[config.mk]
export PLATFORM = sky130hd
export DESIGN_NAME = i3c_daa_top
export DESIGN_NICKNAME = d
export VERILOG_FILES = /design/src/common/i3c_daa_pkg.sv /design/src/bus_phy/bus_monitor.sv /design/src/bus_phy/bus_rx.sv /design/src/bus_phy/bus_tx.sv /design/src/ccc_entdaa/ccc_entdaa.sv /design/src/design/daa_csr.sv /design/src/design/i3c_daa_top.sv
export SDC_FILE = /design/constraint.sdc
export NUM_CORES = 1
export LEC_CHECK = 0
export ABC_AREA = 0
export BUFFER_PORTS_ARGS = -buffer_cell sky130_fd_sc_hd__buf_2
export CORE_ASPECT_RATIO = 1.1
export CORE_MARGIN = 2
export CORE_UTILIZATION = 33
export DETAILED_ROUTE_END_ITERATION = 8
export PLACE_DENSITY = 0.62
export SYNTH_ARGS = -nofsm -noshare
export SYNTH_HDL_FRONTEND = slang
export SYNTH_SLANG_ARGS = --single-unit
[constraint.sdc]
create_clock -name clk_i -period 3.5 [get_ports clk_i]
set_clock_uncertainty 0.15 [all_clocks]
set_input_delay 0.875 -clock clk_i [delete_from_list [all_inputs] [get_ports clk_i]]
set_output_delay 0.875 -clock clk_i [all_outputs]
set_load 0.05 [all_outputs]
[src/common/i3c_daa_pkg.sv]
`default_nettype none

package i3c_daa_pkg;

  // One received byte, read either as a header or as an assigned address
  typedef union packed {
    struct packed {
      logic [6:0] addr;
      logic       rnw;
    } hdr;
    struct packed {
      logic [6:0] addr;
      logic       parity;
    } daa;
  } rx_byte_u;

  // Broadcast address and CCC code
  localparam logic [6:0] RSVD_ADDR  = 7'h7E;
  localparam logic [7:0] CCC_ENTDAA = 8'h07;

  // 48-bit provisional ID followed by BCR and DCR
  localparam int unsigned ID_BITS = 64;

  // APB register offsets
  localparam logic [4:0] CSR_PID_LO   = 5'h00;
  localparam logic [4:0] CSR_PID_HI   = 5'h04;
  localparam logic [4:0] CSR_CHAR     = 5'h08;
  localparam logic [4:0] CSR_DYN_ADDR = 5'h0C;
  localparam logic [4:0] CSR_STATUS   = 5'h10;

endpackage

`default_nettype wire

[src/bus_phy/bus_monitor.sv]
`timescale 1ns/1ps
`default_nettype none

module bus_monitor #(
  parameter int unsigned SYNC_STAGES = 2
) (
  input  logic clk_i,
  input  logic rst_ni,
  input  logic scl_i,
  input  logic sda_i,
  output logic scl_o,
  output logic sda_o,
  output logic scl_rise_o,
  output logic scl_fall_o,
  output logic start_o,
  output logic rstart_o,
  output logic stop_o
);

  logic [SYNC_STAGES-1:0] scl_sync_q;
  logic [SYNC_STAGES-1:0] sda_sync_q;
  logic                   scl_s;
  logic                   sda_s;
  logic                   start_det;
  logic                   stop_det;
  logic                   bus_busy_q;

  assign scl_s = scl_sync_q[SYNC_STAGES-1];
  assign sda_s = sda_sync_q[SYNC_STAGES-1];

  // SDA edges while SCL stays high
  assign start_det = scl_s && scl_o && sda_o && !sda_s;
  assign stop_det  = scl_s && scl_o && !sda_o && sda_s;

  always_ff @(posedge clk_i or negedge rst_ni) begin
    if (!rst_ni) begin
      scl_sync_q <= '1;
      sda_sync_q <= '1;
      scl_o      <= 1'b1;
      sda_o      <= 1'b1;
      scl_rise_o <= 1'b0;
      scl_fall_o <= 1'b0;
      start_o    <= 1'b0;
      rstart_o   <= 1'b0;
      stop_o     <= 1'b0;
      bus_busy_q <= 1'b0;
    end else begin
      scl_sync_q <= {scl_sync_q[SYNC_STAGES-2:0], scl_i};
      sda_sync_q <= {sda_sync_q[SYNC_STAGES-2:0], sda_i};
      scl_o      <= scl_s;
      sda_o      <= sda_s;
      scl_rise_o <= scl_s && !scl_o;
      scl_fall_o <= !scl_s && scl_o;
      start_o    <= start_det && !bus_busy_q;
      rstart_o   <= start_det && bus_busy_q;
      stop_o     <= stop_det;
      if (stop_det) begin
        bus_busy_q <= 1'b0;
      end else if (start_det) begin
        bus_busy_q <= 1'b1;
      end
    end
  end

endmodule

`default_nettype wire

[src/bus_phy/bus_rx.sv]
`timescale 1ns/1ps
`default_nettype none

module bus_rx (
  input  logic                   clk_i,
  input  logic                   rst_ni,
  input  logic                   sda_i,
  input  logic                   scl_rise_i,
  input  logic                   start_i,
  input  logic                   req_byte_i,
  input  logic                   req_bit_i,
  output i3c_daa_pkg::rx_byte_u  data_o,
  output logic                   done_o
);

  logic [7:0] shift_q;
  logic [2:0] bit_cnt_q;
  logic       req_active;
  logic       last_bit;

  assign req_active = req_byte_i || req_bit_i;

  // Single bit requests finish on the first edge
  assign last_bit = req_bit_i ? 1'b1 : (bit_cnt_q == 3'd7);

  always_ff @(posedge clk_i or negedge rst_ni) begin
    if (!rst_ni) begin
      bit_cnt_q <= '0;
      done_o    <= 1'b0;
    end else begin
      done_o <= 1'b0;
      if (start_i || !req_active) begin
        bit_cnt_q <= '0;
      end else if (scl_rise_i) begin
        if (last_bit) begin
          bit_cnt_q <= '0;
          done_o    <= 1'b1;
        end else begin
          bit_cnt_q <= bit_cnt_q + 3'd1;
        end
      end
    end
  end

  // MSB first
  always_ff @(posedge clk_i) begin
    if (req_active && scl_rise_i) begin
      shift_q <= {shift_q[6:0], sda_i};
    end
  end

  assign data_o = shift_q;

endmodule

`default_nettype wire

[src/bus_phy/bus_tx.sv]
`timescale 1ns/1ps
`default_nettype none

module bus_tx (
  input  logic clk_i,
  input  logic rst_ni,
  input  logic sda_i,
  input  logic scl_rise_i,
  input  logic scl_fall_i,
  input  logic req_bit_i,
  input  logic req_value_i,
  output logic sda_pull_o,
  output logic done_o,
  output logic arbitration_lost_o
);

  logic busy_q;
  logic settle_q;
  logic sampled_q;
  logic bit_end;
  logic load;

  assign bit_end = busy_q && scl_fall_i;
  assign done_o  = bit_end;

  // Released the line but someone else held it low
  assign arbitration_lost_o = bit_end && !sda_pull_o && !sampled_q;

  // Right after a bit ends SCL is still low, so the next bit can start at once
  assign load = !busy_q && req_bit_i && (scl_fall_i || settle_q);

  always_ff @(posedge clk_i or negedge rst_ni) begin
    if (!rst_ni) begin
      busy_q     <= 1'b0;
      settle_q   <= 1'b0;
      sampled_q  <= 1'b1;
      sda_pull_o <= 1'b0;
    end else begin
      settle_q <= bit_end;
      if (load) begin
        busy_q     <= 1'b1;
        sda_pull_o <= !req_value_i;
      end else if (busy_q && !req_bit_i) begin
        // Request withdrawn, e.g. after STOP
        busy_q     <= 1'b0;
        sda_pull_o <= 1'b0;
      end else if (bit_end) begin
        busy_q <= 1'b0;
      end else if (settle_q) begin
        sda_pull_o <= 1'b0;
      end
      if (busy_q && scl_rise_i) begin
        sampled_q <= sda_i;
      end
    end
  end

endmodule

`default_nettype wire

[src/ccc_entdaa/ccc_entdaa.sv]
`timescale 1ns/1ps
`default_nettype none

module ccc_entdaa (
  input  logic                  clk_i,
  input  logic                  rst_ni,
  input  logic [47:0]           id_i,
  input  logic [7:0]            bcr_i,
  input  logic [7:0]            dcr_i,
  input  logic                  daa_en_i,
  input  i3c_daa_pkg::rx_byte_u rx_data_i,
  input  logic                  rx_done_i,
  input  logic                  tx_done_i,
  input  logic                  arbitration_lost_i,
  input  logic                  start_i,
  input  logic                  rstart_i,
  input  logic                  stop_i,
  output logic                  rx_req_byte_o,
  output logic                  rx_req_bit_o,
  output logic                  tx_req_bit_o,
  output logic                  tx_value_o,
  output logic [6:0]            address_o,
  output logic                  address_valid_o,
  output logic                  daa_error_o
);

  localparam int unsigned CNT_W = $clog2(i3c_daa_pkg::ID_BITS);

  localparam logic [3:0] ST_IDLE        = 4'd0;
  localparam logic [3:0] ST_RX_HDR      = 4'd1;
  localparam logic [3:0] ST_ACK_HDR     = 4'd2;
  localparam logic [3:0] ST_RX_CCC      = 4'd3;
  localparam logic [3:0] ST_RX_TBIT     = 4'd4;
  localparam logic [3:0] ST_WAIT_RSTART = 4'd5;
  localparam logic [3:0] ST_RX_HDR_R    = 4'd6;
  localparam logic [3:0] ST_ACK_HDR_R   = 4'd7;
  localparam logic [3:0] ST_ID_BIT      = 4'd8;
  localparam logic [3:0] ST_RX_ADDR     = 4'd9;
  localparam logic [3:0] ST_ACK_ADDR    = 4'd10;
  localparam logic [3:0] ST_NACK        = 4'd11;
  localparam logic [3:0] ST_DONE        = 4'd12;
  localparam logic [3:0] ST_ERROR       = 4'd13;

  logic [3:0]                       state_q;
  logic [3:0]                       state_d;
  logic [CNT_W-1:0]                 id_cnt_q;
  logic                             load_cnt;
  logic                             tick_cnt;
  logic [i3c_daa_pkg::ID_BITS-1:0]  device_id;
  logic                             hdr_wr_match;
  logic                             hdr_rd_match;
  logic                             parity_ok;

  assign device_id = {id_i, bcr_i, dcr_i};

  // Only answer the broadcast write while no address is held
  assign hdr_wr_match = (rx_data_i.hdr.addr == i3c_daa_pkg::RSVD_ADDR) &&
                        !rx_data_i.hdr.rnw && daa_en_i;
  assign hdr_rd_match = (rx_data_i.hdr.addr == i3c_daa_pkg::RSVD_ADDR) &&
                        rx_data_i.hdr.rnw;

  // Odd parity over address and parity bit
  assign parity_ok = ^{rx_data_i.daa.addr, rx_data_i.daa.parity};

  assign address_o = rx_data_i.daa.addr;

  always_comb begin
    state_d         = state_q;
    rx_req_byte_o   = 1'b0;
    rx_req_bit_o    = 1'b0;
    tx_req_bit_o    = 1'b0;
    tx_value_o      = 1'b0;
    address_valid_o = 1'b0;
    daa_error_o     = 1'b0;
    load_cnt        = 1'b0;
    tick_cnt        = 1'b0;
    case (state_q)
      ST_IDLE: begin
        if (start_i) begin
          state_d = ST_RX_HDR;
        end
      end
      ST_RX_HDR: begin
        rx_req_byte_o = 1'b1;
        if (rx_done_i) begin
          state_d = hdr_wr_match ? ST_ACK_HDR : ST_DONE;
        end
      end
      ST_ACK_HDR: begin
        tx_req_bit_o = 1'b1;
        if (tx_done_i) begin
          state_d = ST_RX_CCC;
        end
      end
      ST_RX_CCC: begin
        rx_req_byte_o = 1'b1;
        if (rx_done_i) begin
          state_d = (rx_data_i == i3c_daa_pkg::CCC_ENTDAA) ? ST_RX_TBIT : ST_DONE;
        end
      end
      ST_RX_TBIT: begin
        // T-bit is optional here, a repeated START also moves on
        rx_req_bit_o = 1'b1;
        if (rstart_i) begin
          state_d = ST_RX_HDR_R;
        end else if (rx_done_i) begin
          state_d = ST_WAIT_RSTART;
        end
      end
      ST_WAIT_RSTART: begin
        if (rstart_i) begin
          state_d = ST_RX_HDR_R;
        end
      end
      ST_RX_HDR_R: begin
        rx_req_byte_o = 1'b1;
        if (rx_done_i) begin
          state_d = hdr_rd_match ? ST_ACK_HDR_R : ST_DONE;
        end
      end
      ST_ACK_HDR_R: begin
        tx_req_bit_o = 1'b1;
        if (tx_done_i) begin
          load_cnt = 1'b1;
          state_d  = ST_ID_BIT;
        end
      end
      ST_ID_BIT: begin
        tx_req_bit_o = 1'b1;
        tx_value_o   = device_id[id_cnt_q];
        if (tx_done_i) begin
          if (arbitration_lost_i) begin
            daa_error_o = 1'b1;
            state_d     = ST_ERROR;
          end else if (id_cnt_q == '0) begin
            state_d = ST_RX_ADDR;
          end else begin
            tick_cnt = 1'b1;
          end
        end
      end
      ST_RX_ADDR: begin
        rx_req_byte_o = 1'b1;
        if (rx_done_i) begin
          if (parity_ok) begin
            address_valid_o = 1'b1;
            state_d         = ST_ACK_ADDR;
          end else begin
            state_d = ST_NACK;
          end
        end
      end
      ST_ACK_ADDR: begin
        tx_req_bit_o = 1'b1;
        if (tx_done_i) begin
          state_d = ST_DONE;
        end
      end
      ST_NACK: begin
        tx_req_bit_o = 1'b1;
        tx_value_o   = 1'b1;
        if (tx_done_i) begin
          daa_error_o = 1'b1;
          state_d     = ST_ERROR;
        end
      end
      // Done and Error sit until STOP
      default: begin
      end
    endcase
  end

  always_ff @(posedge clk_i or negedge rst_ni) begin
    if (!rst_ni) begin
      state_q <= ST_IDLE;
    end else if (stop_i) begin
      state_q <= ST_IDLE;
    end else begin
      state_q <= state_d;
    end
  end

  // ID bit index, MSB first
  always_ff @(posedge clk_i or negedge rst_ni) begin
    if (!rst_ni) begin
      id_cnt_q <= '0;
    end else if (load_cnt) begin
      id_cnt_q <= CNT_W'(i3c_daa_pkg::ID_BITS - 1);
    end else if (tick_cnt) begin
      id_cnt_q <= id_cnt_q - 1'b1;
    end
  end

endmodule

`default_nettype wire

[src/design/daa_csr.sv]
`timescale 1ns/1ps
`default_nettype none

module daa_csr (
  input  logic        clk_i,
  input  logic        rst_ni,
  input  logic        psel_i,
  input  logic        penable_i,
  input  logic        pwrite_i,
  input  logic [4:0]  paddr_i,
  input  logic [31:0] pwdata_i,
  input  logic [6:0]  address_i,
  input  logic        address_valid_i,
  input  logic        daa_error_i,
  output logic [31:0] prdata_o,
  output logic        pready_o,
  output logic        pslverr_o,
  output logic [47:0] id_o,
  output logic [7:0]  bcr_o,
  output logic [7:0]  dcr_o,
  output logic        daa_en_o
);

  logic [47:0] pid_q;
  logic [7:0]  bcr_q;
  logic [7:0]  dcr_q;
  logic [6:0]  dyn_addr_q;
  logic        dyn_valid_q;
  logic        st_done_q;
  logic        st_err_q;
  logic        mapped;
  logic        wr_en;

  always_comb begin
    prdata_o = '0;
    mapped   = 1'b1;
    case (paddr_i)
      i3c_daa_pkg::CSR_PID_LO:   prdata_o = pid_q[31:0];
      i3c_daa_pkg::CSR_PID_HI:   prdata_o = {16'h0, pid_q[47:32]};
      i3c_daa_pkg::CSR_CHAR:     prdata_o = {16'h0, bcr_q, dcr_q};
      i3c_daa_pkg::CSR_DYN_ADDR: prdata_o = {24'h0, dyn_valid_q, dyn_addr_q};
      i3c_daa_pkg::CSR_STATUS:   prdata_o = {30'h0, st_err_q, st_done_q};
      default:                   mapped   = 1'b0;
    endcase
  end

  // No wait states
  assign pready_o  = 1'b1;
  assign pslverr_o = psel_i && penable_i && !mapped;
  assign wr_en     = psel_i && penable_i && pwrite_i;

  always_ff @(posedge clk_i or negedge rst_ni) begin
    if (!rst_ni) begin
      pid_q       <= '0;
      bcr_q       <= '0;
      dcr_q       <= '0;
      dyn_addr_q  <= '0;
      dyn_valid_q <= 1'b0;
      st_done_q   <= 1'b0;
      st_err_q    <= 1'b0;
    end else begin
      if (wr_en) begin
        case (paddr_i)
          i3c_daa_pkg::CSR_PID_LO: pid_q[31:0] <= pwdata_i;
          i3c_daa_pkg::CSR_PID_HI: pid_q[47:32] <= pwdata_i[15:0];
          i3c_daa_pkg::CSR_CHAR: begin
            bcr_q <= pwdata_i[15:8];
            dcr_q <= pwdata_i[7:0];
          end
          i3c_daa_pkg::CSR_DYN_ADDR: dyn_valid_q <= 1'b0;
          i3c_daa_pkg::CSR_STATUS: begin
            if (pwdata_i[0]) begin
              st_done_q <= 1'b0;
            end
            if (pwdata_i[1]) begin
              st_err_q <= 1'b0;
            end
          end
          default: begin
          end
        endcase
      end
      // Hardware events win over a clear in the same cycle
      if (address_valid_i) begin
        dyn_addr_q  <= address_i;
        dyn_valid_q <= 1'b1;
        st_done_q   <= 1'b1;
      end
      if (daa_error_i) begin
        st_err_q <= 1'b1;
      end
    end
  end

  assign id_o     = pid_q;
  assign bcr_o    = bcr_q;
  assign dcr_o    = dcr_q;
  assign daa_en_o = !dyn_valid_q;

endmodule

`default_nettype wire

[src/design/i3c_daa_top.sv]
`timescale 1ns/1ps
`default_nettype none

module i3c_daa_top #(
  parameter int unsigned SYNC_STAGES = 2
) (
  input  logic        clk_i,
  input  logic        rst_ni,
  input  logic        scl_i,
  input  logic        sda_i,
  output logic        sda_pull_o,
  input  logic        psel_i,
  input  logic        penable_i,
  input  logic        pwrite_i,
  input  logic [4:0]  paddr_i,
  input  logic [31:0] pwdata_i,
  output logic [31:0] prdata_o,
  output logic        pready_o,
  output logic        pslverr_o
);

  logic                  scl_s;
  logic                  sda_s;
  logic                  scl_rise;
  logic                  scl_fall;
  logic                  start_det;
  logic                  rstart_det;
  logic                  stop_det;
  i3c_daa_pkg::rx_byte_u rx_data;
  logic                  rx_done;
  logic                  rx_req_byte;
  logic                  rx_req_bit;
  logic                  tx_req_bit;
  logic                  tx_value;
  logic                  tx_done;
  logic                  arbitration_lost;
  logic [47:0]           id;
  logic [7:0]            bcr;
  logic [7:0]            dcr;
  logic                  daa_en;
  logic [6:0]            address;
  logic                  address_valid;
  logic                  daa_error;

  bus_monitor #(
    .SYNC_STAGES(SYNC_STAGES)
  ) i_bus_monitor (
    .clk_i      (clk_i),
    .rst_ni     (rst_ni),
    .scl_i      (scl_i),
    .sda_i      (sda_i),
    .scl_o      (scl_s),
    .sda_o      (sda_s),
    .scl_rise_o (scl_rise),
    .scl_fall_o (scl_fall),
    .start_o    (start_det),
    .rstart_o   (rstart_det),
    .stop_o     (stop_det)
  );

  bus_rx i_bus_rx (
    .clk_i      (clk_i),
    .rst_ni     (rst_ni),
    .sda_i      (sda_s),
    .scl_rise_i (scl_rise),
    .start_i    (start_det),
    .req_byte_i (rx_req_byte),
    .req_bit_i  (rx_req_bit),
    .data_o     (rx_data),
    .done_o     (rx_done)
  );

  ccc_entdaa i_ccc_entdaa (
    .clk_i              (clk_i),
    .rst_ni             (rst_ni),
    .id_i               (id),
    .bcr_i              (bcr),
    .dcr_i              (dcr),
    .daa_en_i           (daa_en),
    .rx_data_i          (rx_data),
    .rx_done_i          (rx_done),
    .tx_done_i          (tx_done),
    .arbitration_lost_i (arbitration_lost),
    .start_i            (start_det),
    .rstart_i           (rstart_det),
    .stop_i             (stop_det),
    .rx_req_byte_o      (rx_req_byte),
    .rx_req_bit_o       (rx_req_bit),
    .tx_req_bit_o       (tx_req_bit),
    .tx_value_o         (tx_value),
    .address_o          (address),
    .address_valid_o    (address_valid),
    .daa_error_o        (daa_error)
  );

  bus_tx i_bus_tx (
    .clk_i              (clk_i),
    .rst_ni             (rst_ni),
    .sda_i              (sda_s),
    .scl_rise_i         (scl_rise),
    .scl_fall_i         (scl_fall),
    .req_bit_i          (tx_req_bit),
    .req_value_i        (tx_value),
    .sda_pull_o         (sda_pull_o),
    .done_o             (tx_done),
    .arbitration_lost_o (arbitration_lost)
  );

  daa_csr i_daa_csr (
    .clk_i           (clk_i),
    .rst_ni          (rst_ni),
    .psel_i          (psel_i),
    .penable_i       (penable_i),
    .pwrite_i        (pwrite_i),
    .paddr_i         (paddr_i),
    .pwdata_i        (pwdata_i),
    .address_i       (address),
    .address_valid_i (address_valid),
    .daa_error_i     (daa_error),
    .prdata_o        (prdata_o),
    .pready_o        (pready_o),
    .pslverr_o       (pslverr_o),
    .id_o            (id),
    .bcr_o           (bcr),
    .dcr_o           (dcr),
    .daa_en_o        (daa_en)
  );

endmodule

`default_nettype wire

# After elaboration in Yosys (flattened, before gate mapping)
# Cells that the tools add are included.
# Widths: inputs -> output; s select.
[totals]
reg_bits = 112
in_bits = 44
output_inout_bits = 35
wordCells = 200
[op_classes]
n_addsub = 2
order_cmp = 1
eq_ne = 32
n_mux = 70
reduce_logical = 68
[op_table]
columns = ["op", "count"]
rows = [
  ["$pmux 32 s5", 1],
  ["$mux 4", 19],
  ["$pmux 4 s12", 1],
  ["$mux 1", 41],
  ["$logic_and 1x1->1", 23],
  ["$ne 3x3->1 const B", 7],
  ["$reduce_bool 2->1", 10],
  ["$eq 4x3->1 const B", 4],
  ["$eq 4x4->1 const B", 4],
  ["$ne 3x2->1 const B", 5],
  ["$logic_not 1->1", 14],
  ["$reduce_and 14->1", 1],
  ["$reduce_bool 13->1", 1],
  ["$mux 6", 2],
  ["$eq 5x4->1 const B", 2],
  ["$reduce_and 2->1", 5],
  ["$reduce_or 5->1", 2],
  ["$mux 3", 3],
  ["$eq 4x2->1 const B", 2],
  ["$eq 8x3->1 const B", 1],
  ["$reduce_xor 8->1", 1],
  ["$eq 7x7->1 const B", 1],
  ["$lt 6x7->1 const B", 1],
  ["$bmux 1 s6", 1],
  ["other kinds (16)", 21],
]

# Depth between registers and ports, before layout
# Gate-level depths: netlist of the first run.
[depth]
ltp_word = 8
depth_mapped = 10
depth_no_buf = 8

# Cells and area by module
# A second synthesis of the first run with hierarchy kept.
[hier_totals]
cells_unflattened = 510
area_unflattened_um2 = 6085.8
[modules_own_cells]
columns = ["mod", "n_inst", "cells_each", "area_per_inst_um2", "seq_area_each_um2"]
rows = [
  ["daa_csr", 1, 256, 3415.8, 1851.8],
  ["ccc_entdaa", 1, 186, 1652.8, 250.2],
  ["bus_rx", 1, 26, 462.9, 340.3],
  ["bus_monitor", 1, 22, 362.8, 307.8],
  ["bus_tx", 1, 20, 191.4, 101.3],
]

# Worst setup path after synthesis of the first run
# No wires, ideal clock.
[synth_timing]
kind = "input to output"
start = "input port paddr_i[2]"
end = "output port prdata_o[6]"
arrival_ns = 2.260
t_required_ns = 2.475
setup_slack_ns = 0.215
cell_stages = 5
path_buffers = 1
path_cell_list = "nor4_2 > and2b_1 > clkbuf_1 > a222oi_1 > nand2_1"
[synth_via]
elab_chain_cells = 2
word_cells_on_any_way = 6
classes_between = "eq/ne (4); mux (1); reduce/logical (1)"
[synth_rtl]
columns = ["element", "line", "text"]
rows = [
  ["start: declaration", "i3c_daa_top.sv:15", "input logic [4:0] paddr_i,"],
  ["$eq 5x5->1 (tied with other cells)", "daa_csr.sv:37", "case (paddr_i)"],
  ["$pmux 32 s5 *", "daa_csr.sv:37", ""],
  ["end: declaration", "i3c_daa_top.sv:17", "output logic [31:0] prdata_o,"],
]
# Every way passes the cells marked *; elsewhere a longest branch is shown, timed or not.

# Final worst setup path of the first run
[layout_timing]
start = "input port paddr_i[4]"
end = "output port prdata_o[6]"
# Same word-level chain as after synthesis.

==> impl_metrics.py, run 1 <==
metrics = {
    "outcome": {
        "status": "completed",
    },
    "clock_tree": {
        "cts_setup_buffers": 0,
        "cts_buffers": 9,
        "htree_levels": 3,
        "clock_latency_ps": 350,
        "clockBufferDepth": 2,
        "cts_root_buf": "clkbuf_16",
        "cts_tree": "built",
        "path_clk_slew_ps": 70,
        "clock-sinks": 112,
    },
    "critical_path": {
        "worstPathRequired_ps": 2470,
        "r2r_cells": 6,
        "critPathKind": "in -> out",
        "critPathCaptureType": "primary output",
        "r2r_slack_ps": 1030,
        "path_max_fanout": 17,
        "cp_data_arrival_time_ps": 2300,
        "cp-start-kind": "primary input",
        "r2r-start": "i_ccc_entdaa.state_q[3]",
        "r2r-end": "i_ccc_entdaa.id_cnt_q[5]",
    },
    "global_route": {
        "gr-total-overflow": 0,
        "grt_start_max_net_pins": 58,
        "antenna_found_initial": 2,
        "grt_usage_pct": 15.6,
        "grt_pass1_vias": 4264,
        "grt_pass1_wl_um": 22500,
    },
    "placement": {
        "gp_congestion": 0.908,
        "dpl.hpwl_um": 10200,
        "dp_slack_ps": 138,
        "place_area_um2": 6450,
        "numPortBuffers": 77,
    },
    "sta": {
        "min_period_over_period_pct": 95.0,
        "final_max_slew_viol_count": 0,
        "tns_ps": 0,
        "fin_crit_ps": 3320,
        "slew-limit-headroom_pct": 47.6,
        "setup_ws_ps": 176,
        "hold_slack_ps": 207,
        "finalSetupViolations": 0,
        "rsz0062_at_grt": "false",
        "fmax_mhz": 301,
        "tightest_slew_ps": 784,
        "hold_viol_final": 0,
    },
    "die": {
        "coreArea_um2": 17100,
        "die-height_um": 143,
        "dieArea_um2": 18700,
        "row_count": 50,
        "ios": 79,
        "dieWidth_um": 130,
        "start_util_pct": 33.8,
    },
    "hold_path": {
        "whs_path_depth": 0,
        "min_to": "i_bus_monitor.scl_sync_q[1]",
        "hold_path_startpoint": "i_bus_monitor.scl_sync_q[0]",
        "min_path_type": "reg -> reg",
    },
    "detailed_routing": {
        "ant_nets": 0,
        "avgViaCountPerCell": 5.25,
        "vias": 4213,
        "drtIter0Drc": 299,
        "drc": 0,
        "wl_per_cell_um": 17.4,
        "drt-pass1-iter-count": 5,
        "finalWirelength_um": 14000,
    },
    "yosys": {
        "synth_top_area_cell": "dfrtp_1",
        "syn_avg_cell_area_um2": 11.8,
        "synthDominantCellAreaShare_pct": 41.9,
        "synth_area_um2": 5800,
        "synthTopCellsByArea": "dfrtp_1 (42%), mux2_2 (15%), mux4_2 (4.3%), edfxtp_1 (4.1%), dfstp_2 (3.2%)",
        "yosys.cell_types.count": 65,
        "synth_edf_count": 8,
        "async_reset_ff_share_pct": 92.9,
        "ys.flop_type": "dfrtp_1",
        "synth_nets": 545,
        "yosys_warnings": 0,
        "synth-seq-area-share_pct": 49.2,
        "postSynthCellCount": 493,
        "ys_ff_latch": 112,
    },
    "pwr": {
        "leakage_nw": 3.23,
        "power_density_nw_per_um2": 506,
        "vdd_drop_max_v": 0.000294,
    },
    "job": {
        "drv_cap": 0,
    },
    "cells_and_area": {
        "final_cell_mix": "dfrtp_1 (97), mux2_2 (78), buf_2 (76)",
        "nNetsFinal": 614,
        "fin_area_um2": 6740,
        "area.growth.synth_to_final_pct": 16.2,
        "drive_gt1_share_pct": 37.2,
        "final_common_cell": "dfrtp_1",
    },
}
-- what timing repair did --
item | CTS | global route
gates resized for setup | 0 | 1
hold buffers | 0 | 0
setup endpoints to repair | 0 | 6
-- synth_stat cells, drive strengths merged (4+ instances only) --
cell type,number
mux4,11
nor2,15
nand3,15
buf,17
dfstp,7
a222oi,16
dfrtp,97
clkbuf,14
mux2i,4
xnor2,5
nand2,47
mux2,84
inv,23
nor3b,5
a22oi,4
a21oi,10
o21ai,12
a21o,4
a31oi,6
nor2b,8
edfxtp,8
nor3,11
and2,18
ha,8
-- worst max-delay path by stage --
| stage | from | to |
|---|---|---|
| floorplan | paddr_i[2] | prdata_o[6] |
| global placement | paddr_i[4] | prdata_o[0] |
| detailed placement | paddr_i[4] | prdata_o[4] |
| CTS | paddr_i[4] | prdata_o[4] |
| global route | paddr_i[4] | prdata_o[7] |
| finish | paddr_i[4] | prdata_o[6] |
-- flip-flops by register name, indices dropped and copies added (netlist names), 2 cells and up --
name and cells:
i_bus_monitor.scl_sync_q 2, i_bus_monitor.sda_sync_q 2, i_bus_rx.bit_cnt_q 3, i_bus_rx.data_o 8, i_ccc_entdaa.id_cnt_q 6, i_ccc_entdaa.state_q 4, i_daa_csr.bcr_o 8, i_daa_csr.dcr_o 8
i_daa_csr.dyn_addr_q 7, i_daa_csr.id_o 48
-- through the flow --
stage          utilization [%]  power (mW)  cells
6_report                  39.3        3.41    803
4_1_cts                   39.3        3.43    801
2_1_floorplan                -        2.20    493
5_1_grt                   39.3        3.60    803
3_5_place_dp              37.6        2.42    785
3_3_place_gp              37.6        2.40    785
-- final cells by class --
class | instances | area [um2]
clock inverter | 6 | 48.8
clock buffer | 10 | 239
antenna | 2 | 5.00
multi-input combinational | 327 | 2720
tap | 234 | 293
timing repair buffer | 89 | 503
sequential | 112 | 2850
inverter | 23 | 86.3
fill | 1672 | 10400
-- where the power goes --
| part | leakage [nW] | internal, mW | switching (mW) |
|---|---|---|---|
| registers | 1.46 | 1.45 | 0.200 |
| logic | 1.63 | 0.340 | 0.405 |
| clock network | 0.144 | 0.514 | 0.498 |
-- logic make-up (layout without fill, tap and decap cells) --
| family | after synthesis | after routing | synth area share (%) |
|---|---|---|---|
| adder cells (fa/ha/maj) | 9 | 9 | 1.90 |
| multiplexers | 99 | 99 | 21.3 |
| AO/OA/AOI/OAI | 72 | 72 | 9.67 |
| AND/OR/NAND/NOR | 139 | 139 | 12.8 |
| other | 1 | 3 | 0.0647 |
| flip-flops | 112 | 112 | 49.2 |
| buffers and inverters | 54 | 128 | 4.03 |
| XOR/XNOR | 7 | 7 | 1.06 |
-- routing by layer --
metal	wire length [um]	global-route usage (%)
met4	223	6.27
met2	6870	24.5
met5	0	0
met3	595	2.36
met1	6310	21.6
-- worst max-delay path, cell delays in order --
cell and delay [ps]:
buf_2 140, nor3_1 350, and3b_1 220, buf_4 230, a222oi_1 140, nand2_1 80
buf_2 260
Power figures use the tool's default switching activity.
==> run 2: changes to the inputs <==
Settings changed: PLACE_DENSITY 0.62 to 0.48.
==> impl_metrics.py, run 2 (synthesis results as in run 1) <==
metrics = {
    "outcome": {
        "status": "completed",
    },
    "global_route": {
        "grt_pass1_wl_um": 23000,
        "antenna_found_initial": 0,
        "grt_usage_pct": 16.1,
        "gr-total-overflow": 0,
        "grt_pass1_vias": 4291,
        "grt_start_max_net_pins": 57,
    },
    "pwr": {
        "p_clk_share_pct": 33.6,
        "switching_share_pct": 30.7,
        "vdd_drop_max_v": 0.000273,
        "leakage_nw": 3.27,
        "p_sw_mw": 1.11,
        "power_density_nw_per_um2": 530,
        "p_int_mw": 2.50,
        "pwr-share-comb_pct": 20.6,
        "sequentialPowerShare_pct": 45.8,
    },
    "die": {
        "ios": 79,
        "row_count": 50,
        "coreArea_um2": 17100,
        "die-height_um": 143,
        "start_util_pct": 33.8,
        "dieWidth_um": 130,
        "dieArea_um2": 18700,
    },
    "hold_path": {
        "min_path_type": "reg -> reg",
    },
    "placement": {
        "numPortBuffers": 77,
        "gp_congestion": 0.795,
        "dpl.hpwl_um": 10300,
        "dp_slack_ps": 145,
    },
    "detailed_routing": {
        "finalWirelength_um": 14200,
        "drt-pass1-iter-count": 7,
        "wl_per_cell_um": 17.7,
        "ant_nets": 0,
        "vias": 4149,
        "avgViaCountPerCell": 5.16,
        "drc": 0,
        "drtIter0Drc": 290,
    },
    "cells_and_area": {
        "largest_reg_flops": 48,
        "final_common_cell": "dfrtp_1",
        "fill_cells": 1691,
        "nNetsFinal": 617,
        "area.growth.synth_to_final_pct": 17.6,
        "drive_gt1_share_pct": 37.4,
        "antenna_cells": 0,
        "final_util_pct": 39.8,
        "final_cell_mix": "dfrtp_1 (97), mux2_2 (78), buf_2 (76)",
    },
    "critical_path": {
        "crit_top_cell": "buf_2",
        "crit_chain": "buf_2 -> nor3_1 -> and3_1 -> a222oi_1 -> nand2_1 -> buf_2",
        "cp_data_arrival_time_ps": 2350,
        "path_max_fanout": 9,
        "crit_buf_inv": 2,
        "critical_path.top_delay_family": "simple AND/OR/NAND/NOR gates",
        "cp_slowest_cell": "and3_1",
        "cpPeakStageDelay_ps": 460,
        "critPathKind": "in -> out",
        "cp-start-kind": "primary input",
        "critPathCaptureType": "primary output",
        "worstPathRequired_ps": 2470,
    },
    "sta": {
        "tightest_slew_ps": 769,
        "fin_crit_ps": 3370,
        "tns_ps": 0,
        "setup_ws_ps": 128,
        "fmax_mhz": 297,
        "hold_viol_final": 0,
        "rsz0062_at_grt": "false",
        "min_period_over_period_pct": 96.3,
        "finalSetupViolations": 0,
        "slew-limit-headroom_pct": 48.7,
        "hold_slack_ps": 209,
        "final_max_slew_viol_count": 0,
    },
    "clock_tree": {
        "cts_buffers": 9,
        "path_clk_slew_ps": 80,
        "clock-sinks": 112,
        "clock_latency_ps": 360,
        "htree_levels": 3,
        "cts_root_buf": "clkbuf_16",
        "cts_tree": "built",
        "hold_buffers": 0,
        "cts_setup_buffers": 0,
        "clockBufferDepth": 2,
        "cts_resized": 0,
    },
    "job": {
        "drv_cap": 0,
    },
}
## run 2: worst register-to-register path: stages (launching register included)
cell and delay, ps:
dfrtp_1 680, or4b_4 570, a2111oi_4 400, nand2_2 140, nor3b_2 200, xnor2_1 130
nand2_1 60
## run 2: layout make-up
cell class / count / area [um2] / share of cell area [%]
Clock buffer: 9 / 225 / 3.30
Clock inverter: 7 / 124 / 1.82
Inverter: 23 / 86.3 / 1.27
Multi-Input combinational cell: 327 / 2710 / 39.8
Sequential cell: 112 / 2850 / 41.8
Tap cell: 234 / 293 / 4.29
Timing Repair Buffer: 92 / 526 / 7.71
## run 2: metrics by stage
| step | total power [mW] | cell area [um2] | cells |
|---|---|---|---|
| after CTS | 3.65 | 6820 | 804 |
| after global routing | 3.82 | 6820 | 804 |
| final | 3.61 | 6820 | 804 |
| after global placement | 2.42 | 6470 | 788 |
| after detailed placement | 2.43 | 6470 | 788 |
| after floorplan | 2.20 | 5800 | 493 |
## run 2: path summary, 6_finish.rpt
path	start	endpoint	slack, ps	cells past startpoint
max	paddr_i[4]	prdata_o[0]	130	6
min	i_bus_monitor.sda_sync_q[0]	i_bus_monitor.sda_sync_q[1]	210	0
max reg2reg	i_ccc_entdaa.state_q[3]	i_ccc_entdaa.id_cnt_q[5]	1050	6
min reg2reg	i_bus_monitor.sda_sync_q[0]	i_bus_monitor.sda_sync_q[1]	210	0
max in group asynchronous	rst_ni	i_daa_csr.bcr_o[0]	2050	2
min in group asynchronous	rst_ni	i_bus_monitor.bus_busy_q	410	1
## run 2: metal layers
layer  part of all wire (%)  track usage (%)  up-vias
met5                      0                0        -
met4                    1.7             6.16        0
met2                     49             26.2       95
met1                     46             22.0     2077
li1                       -                -     1963
met3                    3.4             1.91       14
## run 2: power groups by stage
stage               logic [mW]  clock network [mW]  registers (mW)
detailed placement       0.748                   0            1.68
global placement         0.741                   0            1.68
floorplan                0.633                   0            1.57
CTS                      0.753                1.24            1.65
global route             0.834                1.30            1.68
finish                   0.745                1.21            1.65
